`src/logic/memSubsys_config.svh`:
```
`ifndef MEMSUBSYS_CONFIG_SVH
`define MEMSUBSYS_CONFIG_SVH

// Byte address into the data RAM.
`define ADDR_W 17

`define DATA_W 32

// Byte count of one access, 1, 2 or 4.
`define LEN_W 3

// Tag carried by a request to its response.
`define TAG_W 4

`define QUEUE_DEPTH 4

`define RAM_BYTES (1 << `ADDR_W)

`endif

```
`src/logic/memPkg.sv`:
```
`include "memSubsys_config.svh"

package memPkg;

    // Tagged request from the core side.
    typedef struct packed {
        logic                isStore;
        logic [`ADDR_W-1:0]  addr;
        logic [`DATA_W-1:0]  data;
        logic [`LEN_W-1:0]   len;
        logic [`TAG_W-1:0]   tag;
    } memReq_t;

    // Command to the controller, without tag.
    typedef struct packed {
        logic                isStore;
        logic [`ADDR_W-1:0]  addr;
        logic [`DATA_W-1:0]  data;
        logic [`LEN_W-1:0]   len;
    } memCmd_t;

    typedef struct packed {
        logic [`DATA_W-1:0]  data;   // Zero for stores.
        logic [`TAG_W-1:0]   tag;
    } memResp_t;

    typedef enum logic [1:0] {
        ctrlIdle,
        ctrlXfer,   // One byte per cycle.
        ctrlDone
    } ctrlState_t;

endpackage

```
`src/logic/dataPort.sv`:
```
`timescale 1ns/1ps
`include "memSubsys_config.svh"

module dataPort import memPkg::*; (
    input  logic              clk,
    input  logic              rst,
    input  logic              rdy,

    input  logic              issueEn,
    input  memReq_t           issueReq,
    output logic              portReady,

    output logic              memEn,
    output memCmd_t           memCmd,
    input  logic              memBusy,
    input  logic              memDone,
    input  logic [`DATA_W-1:0] memData,

    output logic              doneEn,
    output memResp_t          doneResp
);

    memReq_t entry;
    logic    occupied;
    logic    issued;

    assign portReady = !occupied;

    // Sent once per entry, and only to an idle controller.
    assign memEn = rdy && occupied && !issued && !memBusy;

    assign memCmd.isStore = entry.isStore;
    assign memCmd.addr    = entry.addr;
    assign memCmd.data    = entry.data;
    assign memCmd.len     = entry.len;

    always_ff @(posedge clk) begin
        if (rdy && issueEn) begin
            entry <= issueReq;
        end
    end

    always_ff @(posedge clk) begin
        if (rdy && memDone) begin
            doneResp.data <= memData;
            doneResp.tag  <= entry.tag;
        end
    end

    always_ff @(posedge clk) begin
        if (rst) begin
            occupied <= 1'b0;
            issued   <= 1'b0;
            doneEn   <= 1'b0;
        end else if (rdy) begin
            doneEn <= memDone;

            if (memEn) begin
                issued <= 1'b1;
            end

            if (memDone) begin
                occupied <= 1'b0;   // Entry free again.
                issued   <= 1'b0;
            end

            if (issueEn) begin
                occupied <= 1'b1;
            end
        end
    end

endmodule

```
`config.mk`:
```
export PLATFORM = sky130hd
export DESIGN_NAME = dataPort
export DESIGN_NICKNAME = d
export VERILOG_FILES = /design/src/logic/memPkg.sv /design/src/logic/dataPort.sv
export VERILOG_INCLUDE_DIRS = /design/src /design/src/logic
export SDC_FILE = /design/constraint.sdc
export NUM_CORES = 1
export LEC_CHECK = 0
export BUFFER_PORTS_ARGS = -buffer_cell sky130_fd_sc_hd__buf_4
export CAP_MARGIN = 10
export CORE_ASPECT_RATIO = 1.5
export CORE_UTILIZATION = 39
export DETAILED_ROUTE_END_ITERATION = 6
export PLACE_DENSITY = 0.75
export SYNTH_ARGS = -nofsm -noshare
export SYNTH_HDL_FRONTEND = slang
export SYNTH_SLANG_ARGS = --single-unit
```
`constraint.sdc`:
```
create_clock -name clk -period 1.1 [get_ports clk]
set_input_delay 0 -clock clk [delete_from_list [all_inputs] [get_ports clk]]
set_output_delay 0 -clock clk [all_outputs]
set_load 0.05 [all_outputs]
```
==> results.ini <==
[sta]
rsz0062_at_grt = true
slew_headroom_pct = 85.5
hold_violations = 0
fin_skew_ns = 0.00382
post-route-period-util_pct = 99.2
setup_tns_ns = 0
finalSetupViolations = 0
fin_crit_ns = 1.09
whs_ns = 0.0976
fmax_mhz = 916
finalWorstSetupSlack_ns = 0.00864
worstMarginPinSlew_ns = 0.217
report.final.slew_viol_count = 0

[floorplanning]
dieWidth_um = 77.4
rows = 40
fp.dieH_um = 115
start_util_pct = 40.8
coreArea_um2 = 8160
ios = 187
design.die.area_um2 = 8910

[pwr]
total_power_mw = 8.75
power_leakage_nw = 2.38
peakVddDrop_mv = 1.06
power_density_nw_per_um2 = 1530

[logic_synthesis]
ys_ff_latch = 96
synthTopCellsByArea = edfxtp_1, buf_4, dfxtp_1
synth_edf_count = 93
synth.most_common_cell = edfxtp_1
synthesis.instances = 160
ys_top_cells_by_count = edfxtp_1, buf_4, dfxtp_1
synth-main-ff-cell = edfxtp_1
async_flop_share_pct = 0
postSynthAreaPerCell_um2 = 20.8
ys.warnings.count = 0
ys_seq_area_share_pct = 85.7
synth_top_area_share_pct = 83.9
yosysTopAreaCell = edfxtp_1
syn_area_um2 = 3330
syn_nets = 255
synth_cell_types = 11

[placement]
place_congestion = 0.667
dp.cells = 404
postPlaceCellArea_um2 = 4540
place.port_buffers = 186
place_worst_setup_slack_ns = 0.182
dp.final_hpwl_um = 4790

[critical_path]
path_class = flip-flop to output port
startpoint = occupied
worstPathArrival_ns = 1.09
startpoint_type = flip-flop
required_ns = 1.10
crit_path_top_delay_cell = dfxtp_2
slowest_delay_ns = 0.34
r2r-start = occupied
crit_path_end_kind = output port
critical_path.cell_chain = nand3b_1, nor2_2, buf_6
critPathMaxFanout = 3

[clock_tree]
cts.sinks = 96
ctsLongestPathBuffers = 2
clkLatencyLatePin_ns = 0.33
cts_inserted_buffers = 9
clk_pin_slew_worst_paths_ns = 0.05
tritoncts = built
cts-htree-levels = 3
root_buffer = clkbuf_16

[global_routing]
antenna_found_initial = 0
grt_use_total_pct = 18.7
grt_pass1_wl_um = 12000
grt_overflow = 0
grt_pass1_vias = 2411
grt_max_degree = 27

[run]
cap_violations = 0

[finish]
final_cells = 514
design_area_um2 = 5740
area_growth_pct = 72.3
fin_nets = 499
fin_util_pct = 70.3
drive_gt1_share_pct = 51.2

[min_path]
hp-class = input port to flip-flop
min-delay-start = rdy

[route]
routedWlPerCell_um = 15.6
wirelength_um = 8000
drc_errors = 0
num_vias = 2175
detail_route.iter0.violations = 52
first_pass_iters = 4
ant_nets = 0
via_per_inst = 4.23

[status]
status = finished, final reports clean

-- final timing paths --
kind / endpoint / slack (ns) / cells past startpoint
max: memEn / 0.009 / 3
min reg2reg: doneResp[3] / 0.42 / 0
min: occupied / 0.1 / 3
max reg2reg: issued / 0.07 / 4
-- report_power, final --
group	internal [mW]	switching [mW]
Clock	1.50	1.11
Combinational	0.728	1.05
Sequential	4.28	0.0717
-- layout make-up --
cell class              instances  area, um2
repair buffers                286       2420
clock inverters                 2       7.51
diodes                          1       2.50
fillers                       516       2420
well taps                     105        131
clock buffers                  13        240
flip-flops and latches         96       2850
inverters                       2       7.51
multi-input cells               9       73.8
-- flip-flops by register name (all words and copies together) (netlist names) --
register  count
memCmd       53
doneResp     36
entry         4
doneEn        1
issued        1
occupied      1
-- critical path, delay by kind of cell (launching register included) --
kind | cells | cell delay, ns
buffers and inverters | 1 | 0.17
DFF | 1 | 0.34
and+or+nand+nor | 2 | 0.25
-- per-layer routing --
metal	vias up	track usage, %	routed length, um
met5	-	0	0
met4	0	12.7	231
met3	19	5.63	613
met2	129	33.7	4360
met1	1006	18.3	2800
li1	1021	-	-
-- placed cells by master, fill, tap and decap left out, drive strengths merged --
master       synthesis  layout
a211oi               1       1
a21boi               1       1
and2                 2       2
buf                 53     194
clkbuf               0      13
clkinv               0       2
dfxtp                3       3
diode                0       1
dlygate4sd3          0      92
edfxtp              93      93
inv                  2       2
mux2i                1       1
nand3b               1       1
nor2                 2       2
o21ba                1       1
-- cell families (layout without fill, tap and decap cells) --
family	after synthesis	after routing	synth area share, %
buffers and inverters	55	303	12.2
AO/OA/AOI/OAI	3	3	0.902
flip-flops	96	96	85.7
other	0	1	0
AND/OR/NAND/NOR	5	5	0.902
multiplexers	1	1	0.301
-- repair_timing --
item / in CTS / in global routing
gates cloned: 0 / 0
buffers inserted: 1 / 1
hold buffers: 92 / 0
gates resized for setup: 1 / 2
hold endpoints to repair: 92 / 0
pin swaps: 2 / 2
setup endpoints to repair: 1 / 1
Note: power is estimated with default switching activity, not from simulation.
