`config.mk`:
```
export PLATFORM = sky130hd
export DESIGN_NAME = memCtrl
export DESIGN_NICKNAME = d
export VERILOG_FILES = /design/src/logic/memPkg.sv /design/src/logic/memCtrl.sv
export VERILOG_INCLUDE_DIRS = /design/src /design/src/logic
export SDC_FILE = /design/constraint.sdc
export NUM_CORES = 1
export LEC_CHECK = 0
export BUFFER_PORTS_ARGS = -buffer_cell sky130_fd_sc_hd__buf_2
export CAP_MARGIN = 10
export CELL_PAD_IN_SITES_DETAIL_PLACEMENT = 1
export CELL_PAD_IN_SITES_GLOBAL_PLACEMENT = 1
export CORE_UTILIZATION = 39
export CTS_CLUSTER_DIAMETER = 40
export DETAILED_ROUTE_END_ITERATION = 6
export GPL_TIMING_DRIVEN = 0
export PLACE_DENSITY = 0.87
export SYNTH_ARGS = -nofsm -noshare
export SYNTH_HDL_FRONTEND = slang
export SYNTH_SLANG_ARGS = --single-unit
```
`constraint.sdc`:
```
create_clock -name clk -period 2.79 [get_ports clk]
set_clock_uncertainty 0.2 [all_clocks]
set_input_delay 0.1395 -clock clk [delete_from_list [all_inputs] [get_ports clk]]
set_output_delay 0.1395 -clock clk [all_outputs]
set_load 0.03 [all_outputs]
```
`src/logic/memSubsys_config.svh`:
```
`ifndef MEMSUBSYS_CONFIG_SVH
`define MEMSUBSYS_CONFIG_SVH

// Byte address into the data RAM.
`define ADDR_W 17

`define DATA_W 32

// Byte count of one access, 1, 2 or 4.
`define LEN_W 3

// Tag carried by a request to its response.
`define TAG_W 4

`define QUEUE_DEPTH 4

`define RAM_BYTES (1 << `ADDR_W)

`endif

```
`src/logic/memPkg.sv`:
```
`include "memSubsys_config.svh"

package memPkg;

    // Tagged request from the core side.
    typedef struct packed {
        logic                isStore;
        logic [`ADDR_W-1:0]  addr;
        logic [`DATA_W-1:0]  data;
        logic [`LEN_W-1:0]   len;
        logic [`TAG_W-1:0]   tag;
    } memReq_t;

    // Command to the controller, without tag.
    typedef struct packed {
        logic                isStore;
        logic [`ADDR_W-1:0]  addr;
        logic [`DATA_W-1:0]  data;
        logic [`LEN_W-1:0]   len;
    } memCmd_t;

    typedef struct packed {
        logic [`DATA_W-1:0]  data;   // Zero for stores.
        logic [`TAG_W-1:0]   tag;
    } memResp_t;

    typedef enum logic [1:0] {
        ctrlIdle,
        ctrlXfer,   // One byte per cycle.
        ctrlDone
    } ctrlState_t;

endpackage

```
`src/logic/memCtrl.sv`:
```
`timescale 1ns/1ps
`include "memSubsys_config.svh"

module memCtrl import memPkg::*; (
    input  logic               clk,
    input  logic               rst,
    input  logic               rdy,

    input  logic               memEn,
    input  memCmd_t            memCmd,
    output logic               memBusy,
    output logic               memDone,
    output logic [`DATA_W-1:0] memData,

    output logic               ramWe,
    output logic [`ADDR_W-1:0] ramAddr,
    output logic [7:0]         ramWdata,
    input  logic [7:0]         ramRdata
);

    ctrlState_t state;
    memCmd_t    cmd;

    logic [`LEN_W-1:0] cnt;
    logic              lastByte;
    logic              rdPending;
    logic [1:0]        wrLane;
    logic [1:0]        rdLane;
    logic              accept;

    assign accept   = rdy && memEn && (state == ctrlIdle);
    assign memBusy  = (state != ctrlIdle);
    assign lastByte = (cnt + 1'b1) == cmd.len;

    assign wrLane = cnt[1:0];
    assign rdLane = 2'(cnt - 1'b1);   // Byte read on the previous access.

    // Byte k of the access goes to addr+k.
    assign ramAddr  = cmd.addr + `ADDR_W'(cnt);
    assign ramWdata = cmd.data[{wrLane, 3'b000} +: 8];
    assign ramWe    = rdy && (state == ctrlXfer) && cmd.isStore;

    always_ff @(posedge clk) begin
        if (accept) begin
            cmd     <= memCmd;
            memData <= '0;   // Upper lanes stay zero.
        end else if (rdPending) begin
            memData[{rdLane, 3'b000} +: 8] <= ramRdata;
        end
    end

    always_ff @(posedge clk) begin
        if (rst) begin
            state     <= ctrlIdle;
            cnt       <= '0;
            memDone   <= 1'b0;
            rdPending <= 1'b0;
        end else begin
            // RAM data is taken on the next edge, stalled or not.
            rdPending <= rdy && (state == ctrlXfer) && !cmd.isStore;

            if (rdy) begin
                memDone <= 1'b0;

                case (state)
                    ctrlIdle: begin
                        if (memEn) begin
                            state <= ctrlXfer;
                            cnt   <= '0;
                        end
                    end
                    ctrlXfer: begin
                        cnt <= cnt + 1'b1;
                        if (lastByte) begin
                            state <= ctrlDone;
                        end
                    end
                    ctrlDone: begin
                        memDone <= 1'b1;   // Last read byte is in.
                        state   <= ctrlIdle;
                    end
                    default: begin
                        state <= ctrlIdle;
                    end
                endcase
            end
        end
    end

endmodule

```
==> results.sh <==
export IMPL_endpoint_kind="register"
export IMPL_synth_commonest_cells="edfxtp_1 (53), nor2_1 (40), dfxtp_1 (39)"
export IMPL_p_comb_frac=0.121
export IMPL_vias_per_cell=5.22
export IMPL_final_cells=582
export IMPL_drive_gt1_frac=0.360
export IMPL_synth_top_area_cell="edfxtp_1"
export IMPL_reg2reg_depth=8
export IMPL_max_cap_viol_count=0
export IMPL_vias=3040
export IMPL_whs_ns=0.121
export IMPL_async_reset_ff_frac=0
export IMPL_initial_core_util=0.412
export IMPL_synth_fp_nets=341
export IMPL_critical_path_class="register to register"
export IMPL_die_area_mm2=0.00978
export IMPL_synth_top_cells_by_area="edfxtp_1 (43%), dfxtp_1 (21%), a22oi_1 (6.8%)"
export IMPL_ios=125
export IMPL_internal_power_mw=2.25
export IMPL_synth_edf_count=53
export IMPL_dr_pass1_iters=5
export IMPL_utilization=0.600
export IMPL_rows=34
export IMPL_clockBufferDepth=2
export IMPL_nets=541
export IMPL_max_freq_mhz=376
export IMPL_cp_required_ns=2.88
export IMPL_grt_pass1_wl_um=18000
export IMPL_root_buffer="clkbuf_8"
export IMPL_ys_flop_type="edfxtp_1"
export IMPL_power_share_clock=0.369
export IMPL_clkTransAtPathRegs_ns=0.10
export IMPL_avgSynthCellArea_um2=13.7
export IMPL_cts_sinks=92
export IMPL_cts_made_buffers=9
export IMPL_grt_pass1_vias=3374
export IMPL_place_gp_congestion=0.785
export IMPL_outcome="finished clean"
export IMPL_rr_endpoint="memData[12]"
export IMPL_place_port_buffers=124
export IMPL_irDropWorstVdd_v=0.000443
export IMPL_crit_fanout=10
export IMPL_placed_area_mm2=0.00442
export IMPL_fp_dieW_um=98.9
export IMPL_dieHeight_um=98.9
export IMPL_synth_cell_types=38
export IMPL_start_kind="register"
export IMPL_worstHoldStart="memEn"
export IMPL_cts_max_level=3
export IMPL_slew_limit_headroom=0.637
export IMPL_finalWirelength_um=12000
export IMPL_ant_nets=0
export IMPL_stdcell_area_mm2=0.00534
export IMPL_grt_usage=0.251
export IMPL_pwr_share_seq=0.510
export IMPL_leakagePower_nw=2.24
export IMPL_hp_class="input pin to register"
export IMPL_seq_area_frac_synth=0.648
export IMPL_ys_warnings_count=0
export IMPL_setup_viol=0
export IMPL_final_setup_tns_ns=0
export IMPL_post_drt_wl_per_cell_um=20.7
export IMPL_ys_seq_elements=92
export IMPL_syn2layout_area_growth_pct=45.7
export IMPL_worstPathArrival_ns=2.75
export IMPL_synth_top_area_share=0.435
export IMPL_core_area_mm2=0.00889
export IMPL_slew_violations=0
export IMPL_dp_final_hpwl_um=6800
export IMPL_hold_viol=0
export IMPL_min_to="memData[1]"
export IMPL_rrSetupSlack_ns=0.13
export IMPL_dp_cells=499
export IMPL_min_period_ns=2.66
export IMPL_period_share=0.954
export IMPL_grt_max_degree=63
export IMPL_antenna_found_initial=2
export IMPL_fill_cells=937
export IMPL_pwr_density_cell_mw_per_mm2=557
export IMPL_rsz0062_at_grt="false"
export IMPL_holdPathStages=4
export IMPL_p_sw_mw=0.722
export IMPL_drt_iter0_markers=151
export IMPL_synthCells=267
export IMPL_tightestPinTransition_ns=0.542
export IMPL_netSwitchingFraction=0.243
export IMPL_yosysMostFrequentCell="edfxtp_1"
export IMPL_clkLatencyLatePin_ns=0.36
export IMPL_grt_remaining_overflow=0
export IMPL_r2r_start="cnt[1]"
export IMPL_syn_area_mm2=0.00366
export IMPL_cts_tree="built"
export IMPL_drc=0
[per-stage QoR]
stage,total power [mW],setup WS (ns)
floorplan,1.70,0.567
global placement,1.81,0.0520
detailed placement,1.82,-0.0122
CTS,2.96,0.0392
global route,3.06,0.0225
finish,2.97,0.128
[cells by family after synthesis]
| kind of cell | share of synthesized area |
|---|---|
| DFF | 0.648 |
| and+or+nand+nor | 0.117 |
| AOI/OAI and AO/OA | 0.0916 |
| xor gates and xnor gates | 0.0454 |
| buffers and inverters | 0.0161 |
| adders and majority gates | 0.0328 |
| muxes | 0.0492 |
[power by group through the flow]
stage | registers, mW | clock network [mW] | logic (mW)
after CTS | 1.52 | 1.10 | 0.344
after global placement | 1.54 | 0 | 0.265
after detailed placement | 1.55 | 0 | 0.271
final | 1.52 | 1.10 | 0.359
after floorplan | 1.55 | 0 | 0.154
after global routing | 1.52 | 1.16 | 0.380
[state kept, by name (all words and copies together) (netlist names)]
| register | cells |
|---|---|
| cmd | 53 |
| cnt | 3 |
| memDone | 1 |
| rdPending | 1 |
| state | 2 |
| memData | 32 |
[worst max path at each step]
| stage | start | endpoint | slack (ns) | depth (start not counted) |
|---|---|---|---|---|
| after floorplan | cnt[0] | ramAddr[14] | 0.57 | 6 |
| after global placement | cnt[1] | memData[30] | 0.05 | 7 |
| after detailed placement | cnt[1] | memData[25] | -0.01 | 7 |
| after CTS | cnt[0] | ramAddr[12] | 0.04 | 7 |
| after global routing | cnt[1] | memData[25] | 0.02 | 7 |
| final | cnt[1] | memData[12] | 0.13 | 8 |
[cells in the final DEF (no fill, tap or decap), types with 2 or more instances in the layout]
master,n
dfxtp_1,38
ha_1,7
clkbuf_8,9
xor2_1,8
nor2_1,40
xnor2_1,11
buf_2,128
dlygate4sd3_1,63
buf_4,3
mux4_2,8
bufinv_16,3
a21oi_1,6
nand3_1,5
inv_1,4
nor3_4,2
nand2_1,14
a22oi_1,33
edfxtp_1,53
inv_6,2
clkbuf_2,2
a21o_1,2
diode_2,2
and3_1,3
nand3b_1,2
nor3_1,3
[routing by layer]
metal	vias to the layer above	track usage	routed length [um]	part of all wire
met4	0	0.154	505	0.042
met3	38	0.0411	521	0.043
li1	1398	-	-	-
met1	1491	0.264	4430	0.37
met2	113	0.469	6560	0.55
met5	-	0	0	0
[cell type report]
type / instances / area, um2 / area share
timing repair buffer: 189 / 1280 / 0.240
tap: 108 / 135 / 0.0253
sequential: 92 / 2370 / 0.445
clock buffer: 9 / 124 / 0.0232
buffer: 8 / 45.0 / 0.00844
antenna: 2 / 5.00 / 0.000938
inverter: 4 / 15.0 / 0.00281
multi-input combinational: 163 / 1240 / 0.232
clock inverter: 7 / 121 / 0.0227
[critical path, stage by stage, from the launching register on]
cell and delay [ns]:
dfxtp_1 0.50, clkbuf_2 0.35, inv_1 0.14, ha_1 0.29
clkbuf_2 0.23, nand2_1 0.14, nor3_4 0.38, a22oi_1 0.18
nor2_1 0.18
[what timing repair did]
item,in CTS,in global routing
endpoints found under the setup margin,8,6
hold buffers,63,0
gates resized for setup,1,3
buffers inserted,0,1
pin swaps,0,1
endpoints found under the hold margin,92,0
(Power assumes the default switching activity.)
