$ cat config.mk
export PLATFORM = sky130hd
export DESIGN_NAME = loadStoreQueue
export DESIGN_NICKNAME = d
export VERILOG_FILES = /design/src/logic/memPkg.sv /design/src/logic/loadStoreQueue.sv
export VERILOG_INCLUDE_DIRS = /design/src /design/src/logic
export SDC_FILE = /design/constraint.sdc
export NUM_CORES = 1
export LEC_CHECK = 0
export ABC_AREA = 1
export BUFFER_PORTS_ARGS = -buffer_cell sky130_fd_sc_hd__buf_2
export CAP_MARGIN = 20
export CORE_ASPECT_RATIO = 0.5
export CORE_MARGIN = 3
export CORE_UTILIZATION = 40
export CTS_CLUSTER_SIZE = 25
export DETAILED_ROUTE_END_ITERATION = 7
export HOLD_SLACK_MARGIN = 0.05
export SLEW_MARGIN = 20
export SYNTH_ARGS = -nofsm -noshare
export SYNTH_HDL_FRONTEND = slang
export SYNTH_SLANG_ARGS = --single-unit
$ cat constraint.sdc
create_clock -name clk -period 3.8 [get_ports clk]
set_input_delay 0.57 -clock clk [delete_from_list [all_inputs] [get_ports clk]]
set_output_delay 0.57 -clock clk [all_outputs]
set_load 0.03 [all_outputs]
$ cat src/logic/memSubsys_config.svh
`ifndef MEMSUBSYS_CONFIG_SVH
`define MEMSUBSYS_CONFIG_SVH

// Byte address into the data RAM.
`define ADDR_W 17

`define DATA_W 32

// Byte count of one access, 1, 2 or 4.
`define LEN_W 3

// Tag carried by a request to its response.
`define TAG_W 4

`define QUEUE_DEPTH 4

`define RAM_BYTES (1 << `ADDR_W)

`endif

$ cat src/logic/memPkg.sv
`include "memSubsys_config.svh"

package memPkg;

    // Tagged request from the core side.
    typedef struct packed {
        logic                isStore;
        logic [`ADDR_W-1:0]  addr;
        logic [`DATA_W-1:0]  data;
        logic [`LEN_W-1:0]   len;
        logic [`TAG_W-1:0]   tag;
    } memReq_t;

    // Command to the controller, without tag.
    typedef struct packed {
        logic                isStore;
        logic [`ADDR_W-1:0]  addr;
        logic [`DATA_W-1:0]  data;
        logic [`LEN_W-1:0]   len;
    } memCmd_t;

    typedef struct packed {
        logic [`DATA_W-1:0]  data;   // Zero for stores.
        logic [`TAG_W-1:0]   tag;
    } memResp_t;

    typedef enum logic [1:0] {
        ctrlIdle,
        ctrlXfer,   // One byte per cycle.
        ctrlDone
    } ctrlState_t;

endpackage

$ cat src/logic/loadStoreQueue.sv
`timescale 1ns/1ps
`include "memSubsys_config.svh"

module loadStoreQueue import memPkg::*; (
    input  logic     clk,
    input  logic     rst,
    input  logic     rdy,

    input  logic     reqEn,
    input  memReq_t  req,
    output logic     queueFull,

    input  logic     portReady,
    output logic     issueEn,
    output memReq_t  issueReq,

    input  logic     doneEn,
    input  memResp_t doneResp,
    output logic     respEn,
    output memResp_t resp
);

    localparam int PtrW = $clog2(`QUEUE_DEPTH);
    localparam int CntW = $clog2(`QUEUE_DEPTH + 1);

    memReq_t entries [`QUEUE_DEPTH];

    logic [PtrW-1:0] wrPtr;
    logic [PtrW-1:0] rdPtr;
    logic [CntW-1:0] count;

    logic push;
    logic pop;
    logic notEmpty;

    assign notEmpty  = (count != '0);
    assign queueFull = (count == CntW'(`QUEUE_DEPTH));

    // A request sent while full is dropped.
    assign push = rdy && reqEn && !queueFull;

    // Head goes out as soon as the port has room.
    assign issueEn  = rdy && portReady && notEmpty;
    assign issueReq = entries[rdPtr];
    assign pop      = issueEn;

    // Completions leave in the cycle the port reports them.
    assign respEn = rdy && doneEn;
    assign resp   = doneResp;

    always_ff @(posedge clk) begin
        if (push) begin
            entries[wrPtr] <= req;
        end
    end

    always_ff @(posedge clk) begin
        if (rst) begin
            wrPtr <= '0;
            rdPtr <= '0;
            count <= '0;
        end else begin
            if (push) begin
                if (wrPtr == PtrW'(`QUEUE_DEPTH - 1)) begin
                    wrPtr <= '0;
                end else begin
                    wrPtr <= wrPtr + 1'b1;
                end
            end

            if (pop) begin
                if (rdPtr == PtrW'(`QUEUE_DEPTH - 1)) begin
                    rdPtr <= '0;
                end else begin
                    rdPtr <= rdPtr + 1'b1;
                end
            end

            case ({push, pop})
                2'b10: begin
                    count <= count + 1'b1;
                end
                2'b01: begin
                    count <= count - 1'b1;
                end
                default: begin
                    count <= count;   // Push and pop cancel.
                end
            endcase
        end
    end

endmodule

==> results.txt, run 1 <==
Status = complete, no violations
Starting DRT DRC Count = 395
Max-cap viol count = 0
GRT Total Usage = 14.90%
Largest net degree at the start of global routing = 93
Mux contribution to synthesized area = 0%
Die ar. = 25050 µm²
Post-synthesis sequential area ratio = 76.11%
Crit path time final = 3141 ps
Dominant cell by count in the synthesized netlist = edfxtp_1
Psw = 1450 µW
Routed vias = 5389
R2r endpoint = entries[0][22]
CP peak stage delay = 660 ps
Global-route wire length before repair = 29580 µm
Synth-to-layout area growth = 15.46%
Crit Path Category = reg -> out
Initial Util = 41.67%
Unrepaired setup endpoints after global routing = false
Clk network pwr share = 38.8%
Ys async rst share = 0%
Path depth of the worst reg2reg path = 5
Final slew viol count = 0
Ys Warns = 0
Adder-cell share of the synthesized area = 1.030%
Final Setup Violations = 0
RePlAce Congestion = 0.7551
Syn_nets = 770
Per-cell routed wire length = 17.85 µm
CTS buffer count = 23
Rows = 38
Die H = 113.4 µm
Synthesized area = 9233 µm²
CP top delay family = buffers and inverters
Flops & latches, synth = 237
Hold path start = req[24]
Largest family of logic cells by synthesized area = compound AO/OA/AOI/OAI gates
Part of the power in combinational logic = 11.8%
Switching Share = 24.11%
Simple-Gate Fraction of Synth Area = 6.153%
Layout cells sized above 1 = 23.04%
CTS max path bufs = 3
Synth area leaders = edfxtp_1 74%, o21ai_0 5.9%, nor2_1 5.1%, o22ai_1 3.9%, buf_4 3.5%
Top-level port count = 195
Avg Cell Area, Syn = 13.90 µm²
Fillers = 1935
CTS clk-pin slew, worst paths = 60 ps
Hold Vio Cnt, Final = 0
Cell accounting for the most synthesized area = edfxtp_1
Hold EP = entries[2][24]
F_max = 0.3184 GHz
Final period utilization = 82.65%
Clock H-tree levels = 1
Die Span X = 220.9 µm
Post-synth top area share = 74.16%
Total power = 6012 µW
Internal reg-to-reg setup slack = 1590 ps
Final WL = 19040 µm
Reg power frac = 49.4%
Slowest CP cell = dfxtp_4
Worst IR Drop VDD = 0.2885 mV
Cell count after synthesis = 664
Clk_skew = 8.270 ps
Slew Limit Headroom = 41.34%
# DRC = 0
Post-synth top cells = 228 x edfxtp_1, 126 x nor2_1, 108 x o21ai_0
TNS Setup = 0 ps
Crit path arrival time = 2570 ps
Nets = 854
Distinct cells, synth = 19
Grt ovf = 0
Slew at the pin closest to its max-slew limit = 879.9 ps
Clk root buf = clkbuf_16
Hold path depth = 1
Post-CTS Setup Bufs = 0
Startpoint types = flip-flop
Fin cells = 1067
CORE AREA = 22160 µm²
DP HPWL = 10850 µm
Clock Sink Count = 237
XOR/XNOR Fraction of Synth Area = 0%
Post-cts repair resize count = 0
Number of enable flip-flop cells after synthesis = 228
Cell leakage power = 0.003784 µW
Reg2Reg Launch Point = count[1]
Skew-Pair Late Insertion Delay = 500 ps
Worst min path class = in -> reg
CTS tree = yes
Hold Buf Count CTS = 0
Vias per Instance = 5.051
WP data required = 3230 ps
CP Cell Sequence = buf_4 -> o21ai_0 -> o22ai_1 -> buf_2
Drt first pass iters = 4
Compound-Gate Fraction of Synth Area = 10.42%
Port bufs = 122
Internal = 4562 µW
CP Capture Type = output pin
Power Dens Cells = 564.0 nW/µm²
Vias in the first global route = 5344
CP max FO = 68
Worst Path Buf+Inv = 2
Antenna-violating nets left = 0
Initial antenna violation count = 4
Prevailing post-synth register cell = edfxtp_1
Placed cell count = 1023
[worst reg2reg max path, cell delays in order (launching register included)]
cell     delay, ps
dfxtp_1        350
nor2_1          70
nand2_1        160
nand2_1        290
nor2_4         630
buf_12         350
[power by group through the flow]
| stage | clock (µW) | sequential (µW) | combinational (µW) |
|---|---|---|---|
| 6_report | 2330 | 2970 | 710 |
| 4_1_cts | 2390 | 2970 | 723 |
| 3_3_place_gp | 0 | 3020 | 713 |
| 3_5_place_dp | 0 | 3020 | 722 |
| 5_1_grt | 2500 | 2970 | 779 |
| 2_1_floorplan | 0 | 3020 | 558 |
[cells by family (layout without fill, tap and decap cells)]
logic type | after synthesis | count (layout)
fa+ha+maj | 7 | 7
simple gates | 148 | 148
other cells | 0 | 3
buf+inv | 94 | 194
compound gates | 178 | 178
flops | 237 | 237
[sequential cells by signal, summed over array words and instances (netlist names), named ones only]
signal	count
count	3
entries	228
rdPtr	2
wrPtr	2
[placed cells by master (no fill, tap or decap), drive strengths merged]
cell      count
bufinv        3
nand2        17
ha            6
clkinvlp      1
nand3         2
nor2        126
a21oi         5
edfxtp      228
nand4         1
clkbuf       33
diode         3
nand3b        2
o22ai        57
fa            1
o21ai       116
buf         131
inv          21
dfxtp         9
clkinv        5
[how the worst max path moves through the flow]
stage / end / cells past startpoint
6_report: issueReq[30] / 4
5_1_grt: issueReq[35] / 4
4_1_cts: issueReq[37] / 4
3_5_place_dp: issueReq[30] / 4
3_3_place_gp: issueReq[43] / 4
2_1_floorplan: entries[0][0] / 4
[layout make-up]
cell class              instances  area [µm²]  share of cell area [%]
flip-flops and latches        237        7032                   65.96
multi-input cells             333        1655                   15.53
repair buffers                131       715.7                   6.714
clock buffers                  33       673.1                   6.315
well taps                     300       375.4                   3.521
clock inverters                 8       117.6                   1.103
inverters                      22       83.83                  0.7864
diodes                          3       7.507                 0.07042
[metrics by stage]
stage               cell area (µm²)  worst slack [ps]  hold WS [ps]  util [%]
floorplan                      9233             93.69         482.7         -
global placement               9862              1197         510.8     44.51
detailed placement             9862              1188         525.7     44.51
CTS                           10650             662.0         262.3     48.08
global route                  10660             462.7         260.9     48.11
finish                        10660             659.3         282.2     48.11
[layer usage]
| layer | global-route usage [%] | vias up | part of all wire (%) |
|---|---|---|---|
| li1 | - | 2579 | - |
| met3 | 2.906 | 61 | 4.7 |
| met1 | 19.91 | 2639 | 44 |
| met2 | 24.70 | 108 | 48 |
| met4 | 5.398 | 2 | 3.3 |
| met5 | 0 | - | 0.063 |
Note: power is estimated with default switching activity, not from simulation.
==> run 2, diff against run 1 <==
clock period = 3.2 ns   (was 3.8 ns; I/O delays follow)
==> run 2 against run 1 <==
Effect of this change: count of clock-buffer cells in the layout increased by 3; core utilization decreased by 0.43 points; clock skew decreased by 0.99 ps; sequential cell count unchanged; wire length increased by 3.1%.
==> results.txt, run 2 (synthesis gave the netlist of run 1 again) <==
Area occupied by multi-input gates = 1655 µm² (unchanged)
Total power = 6753 µW (+12%)
Slew Limit Headroom = 62.84% (+22 points)
Internal = 5059 µW (+11%)
Die H = 113.4 µm (unchanged)
GRT Total Usage = 15.37% (+0.47 points)
Post-cts repair resize count = 0 (unchanged)
Starting DRT DRC Count = 401 (+1.5%)
Reg power frac = 52.0% (+2.6 points)
CP peak stage delay = 350 ps (-310 ps)
Cell leakage power = 0.003739 µW (-1.2%)
Clock H-tree levels = 1 (unchanged)
Clk_skew = 7.278 ps (-0.9918 ps)
Hold Vio Cnt, Final = 0 (unchanged)
Final Setup Violations = 0 (unchanged)
CTS max path bufs = 3 (unchanged)
Slowest CP cell = dfxtp_4
Skew-Pair Late Insertion Delay = 490 ps (about the same)
CTS clk-pin slew, worst paths = 60 ps (about the same)
Initial antenna violation count = 1 (-3)
Max-cap viol count = 0 (unchanged)
Reg2Reg Launch Point = count[1]
Final slew viol count = 0 (unchanged)
CTS buffer count = 22 (-4.3%)
WP data required = 2720 ps (-510 ps)
Post-CTS Setup Bufs = 0 (unchanged)
Clk network pwr share = 35.0% (-3.8 points)
Slew at the pin closest to its max-slew limit = 557.4 ps (-322.6 ps)
Grt ovf = 0 (unchanged)
CP Capture Type = output pin
Port bufs = 122 (unchanged)
Final Core Density = 47.68% (-0.43 points)
Unrepaired setup endpoints after global routing = false
Psw = 1694 µW (+17%)
Largest register FFs = 228 (unchanged)
Hold path start = req[35]
Clk root buf = clkbuf_16
Power Dens Cells = 639.2 nW/µm² (+13%)
Routed vias = 5398 (+0.17%)
RePlAce Congestion = 0.7167 (-5.1%)
Largest net degree at the start of global routing = 115 (+24%)
Biggest regs = entries (228), count (3)
Die Span X = 220.9 µm (unchanged)
Initial Util = 41.67% (unchanged)
WHS = 198.8 ps (-83.40 ps)
# DRC = 0 (unchanged)
Rows = 38 (unchanged)
Vias per Instance = 5.045 (-0.11%)
F_max = 0.3740 GHz
Crit path arrival time = 2190 ps (-380 ps)
Leading cell type in the layout, fill and taps excluded = edfxtp_1
CP max FO = 34 (-50%)
Part of the power in combinational logic = 13.0% (+1.2 points)
Placed cell count = 1029 (+0.59%)
CP top delay family = buffers and inverters
CP Cell Sequence = clkinv_2 -> buf_4 -> o21ai_0 -> o22ai_1 -> buf_2
CTS tree = yes
Top-level port count = 195 (unchanged)
Worst Path Buf+Inv = 3 (+1)
Crit Path Category = reg -> out
Switching Share = 25.08% (+0.97 points)
Antenna-violating nets left = 0 (unchanged)
Final period utilization = 83.56%
Hold Buf Count CTS = 0 (unchanged)
Per-cell routed wire length = 18.35 µm (+2.8%)
Status = complete, no violations
Layout cells sized above 1 = 22.11% (-0.93 points)
Commonest cells after routing, fill and taps aside = 228 x edfxtp_1, 122 x nor2_1, 122 x buf_2
Sequential cell area = 7032 µm² (unchanged)
Worst min path class = in -> reg
Startpoint types = flip-flop
Fillers = 1986 (+2.6%)
Worst IR Drop VDD = 0.2935 mV (+1.7%)
Fin cells = 1070 (+0.28%)
Clock Sink Count = 237 (unchanged)
Die ar. = 25050 µm² (unchanged)
Drt first pass iters = 5 (+1)
Synth-to-layout area growth = 14.42%
Global-route wire length before repair = 30640 µm (+3.6%)
Final WL = 19630 µm (+3.1%)
DP HPWL = 11620 µm (+7.1%)
Largest Register = entries
Crit path time final = 2674 ps
Vias in the first global route = 5345 (+0.019%)
Nets = 859 (+0.59%)
CORE AREA = 22160 µm² (unchanged)
-- run 2: cell count changes in the layout (fill, tap and decap cells not counted) --
cell / previous run / this run
clkbuf_1: 4 / 13
clkbuf_8: 6 / 0
buf_4: 6 / 11
bufinv_16: 3 / 0
clkinv_1: 0 / 2
clkinv_2: 5 / 3
diode_2: 3 / 1
buf_12: 3 / 4
clkinvlp_4: 1 / 0
-- run 2: worst paths after layout --
| path | endpoint | slack [ps] | cells after the start |
|---|---|---|---|
| max | issueReq[37] | 530 | 5 |
| min | entries[2][35] | 200 | 1 |
| max reg2reg | count[2] | 1100 | 11 |
| min reg2reg | count[0] | 530 | 2 |
-- run 2: cell type report --
type	count	share of cell area, %
repair buffers	137	7.320
clock buffers	36	5.910
clock inverters	4	0.1658
inverters	22	0.7936
multi-input cells	333	15.67
flip-flops and latches	237	66.56
diodes	1	0.02369
well taps	300	3.553
-- run 2: metrics by stage --
stage               instance area, µm²  setup TNS [ps]  setup WS (ps)
floorplan                         9233          -94920         -416.3
global placement                  9920               0           1022
detailed placement                9920               0           1013
CTS                              10560               0          486.5
global route                     10560               0          373.5
finish                           10560               0          526.2
-- run 2: power groups by stage --
| stage | combinational (µW) | sequential (µW) | clock (µW) |
|---|---|---|---|
| 2_1_floorplan | 663 | 3580 | 0 |
| 4_1_cts | 893 | 3510 | 2420 |
| 3_5_place_dp | 890 | 3580 | 0 |
| 3_3_place_gp | 880 | 3580 | 0 |
| 5_1_grt | 957 | 3520 | 2570 |
| 6_report | 875 | 3510 | 2370 |
-- run 2: per-layer routing --
metal | global-route usage (%) | up-vias | share of wire (%)
met5 | 0 | - | 0
met4 | 4.713 | 0 | 2.2
met3 | 3.008 | 49 | 5.6
met2 | 25.81 | 136 | 49
met1 | 20.59 | 2637 | 43
li1 | - | 2576 | -
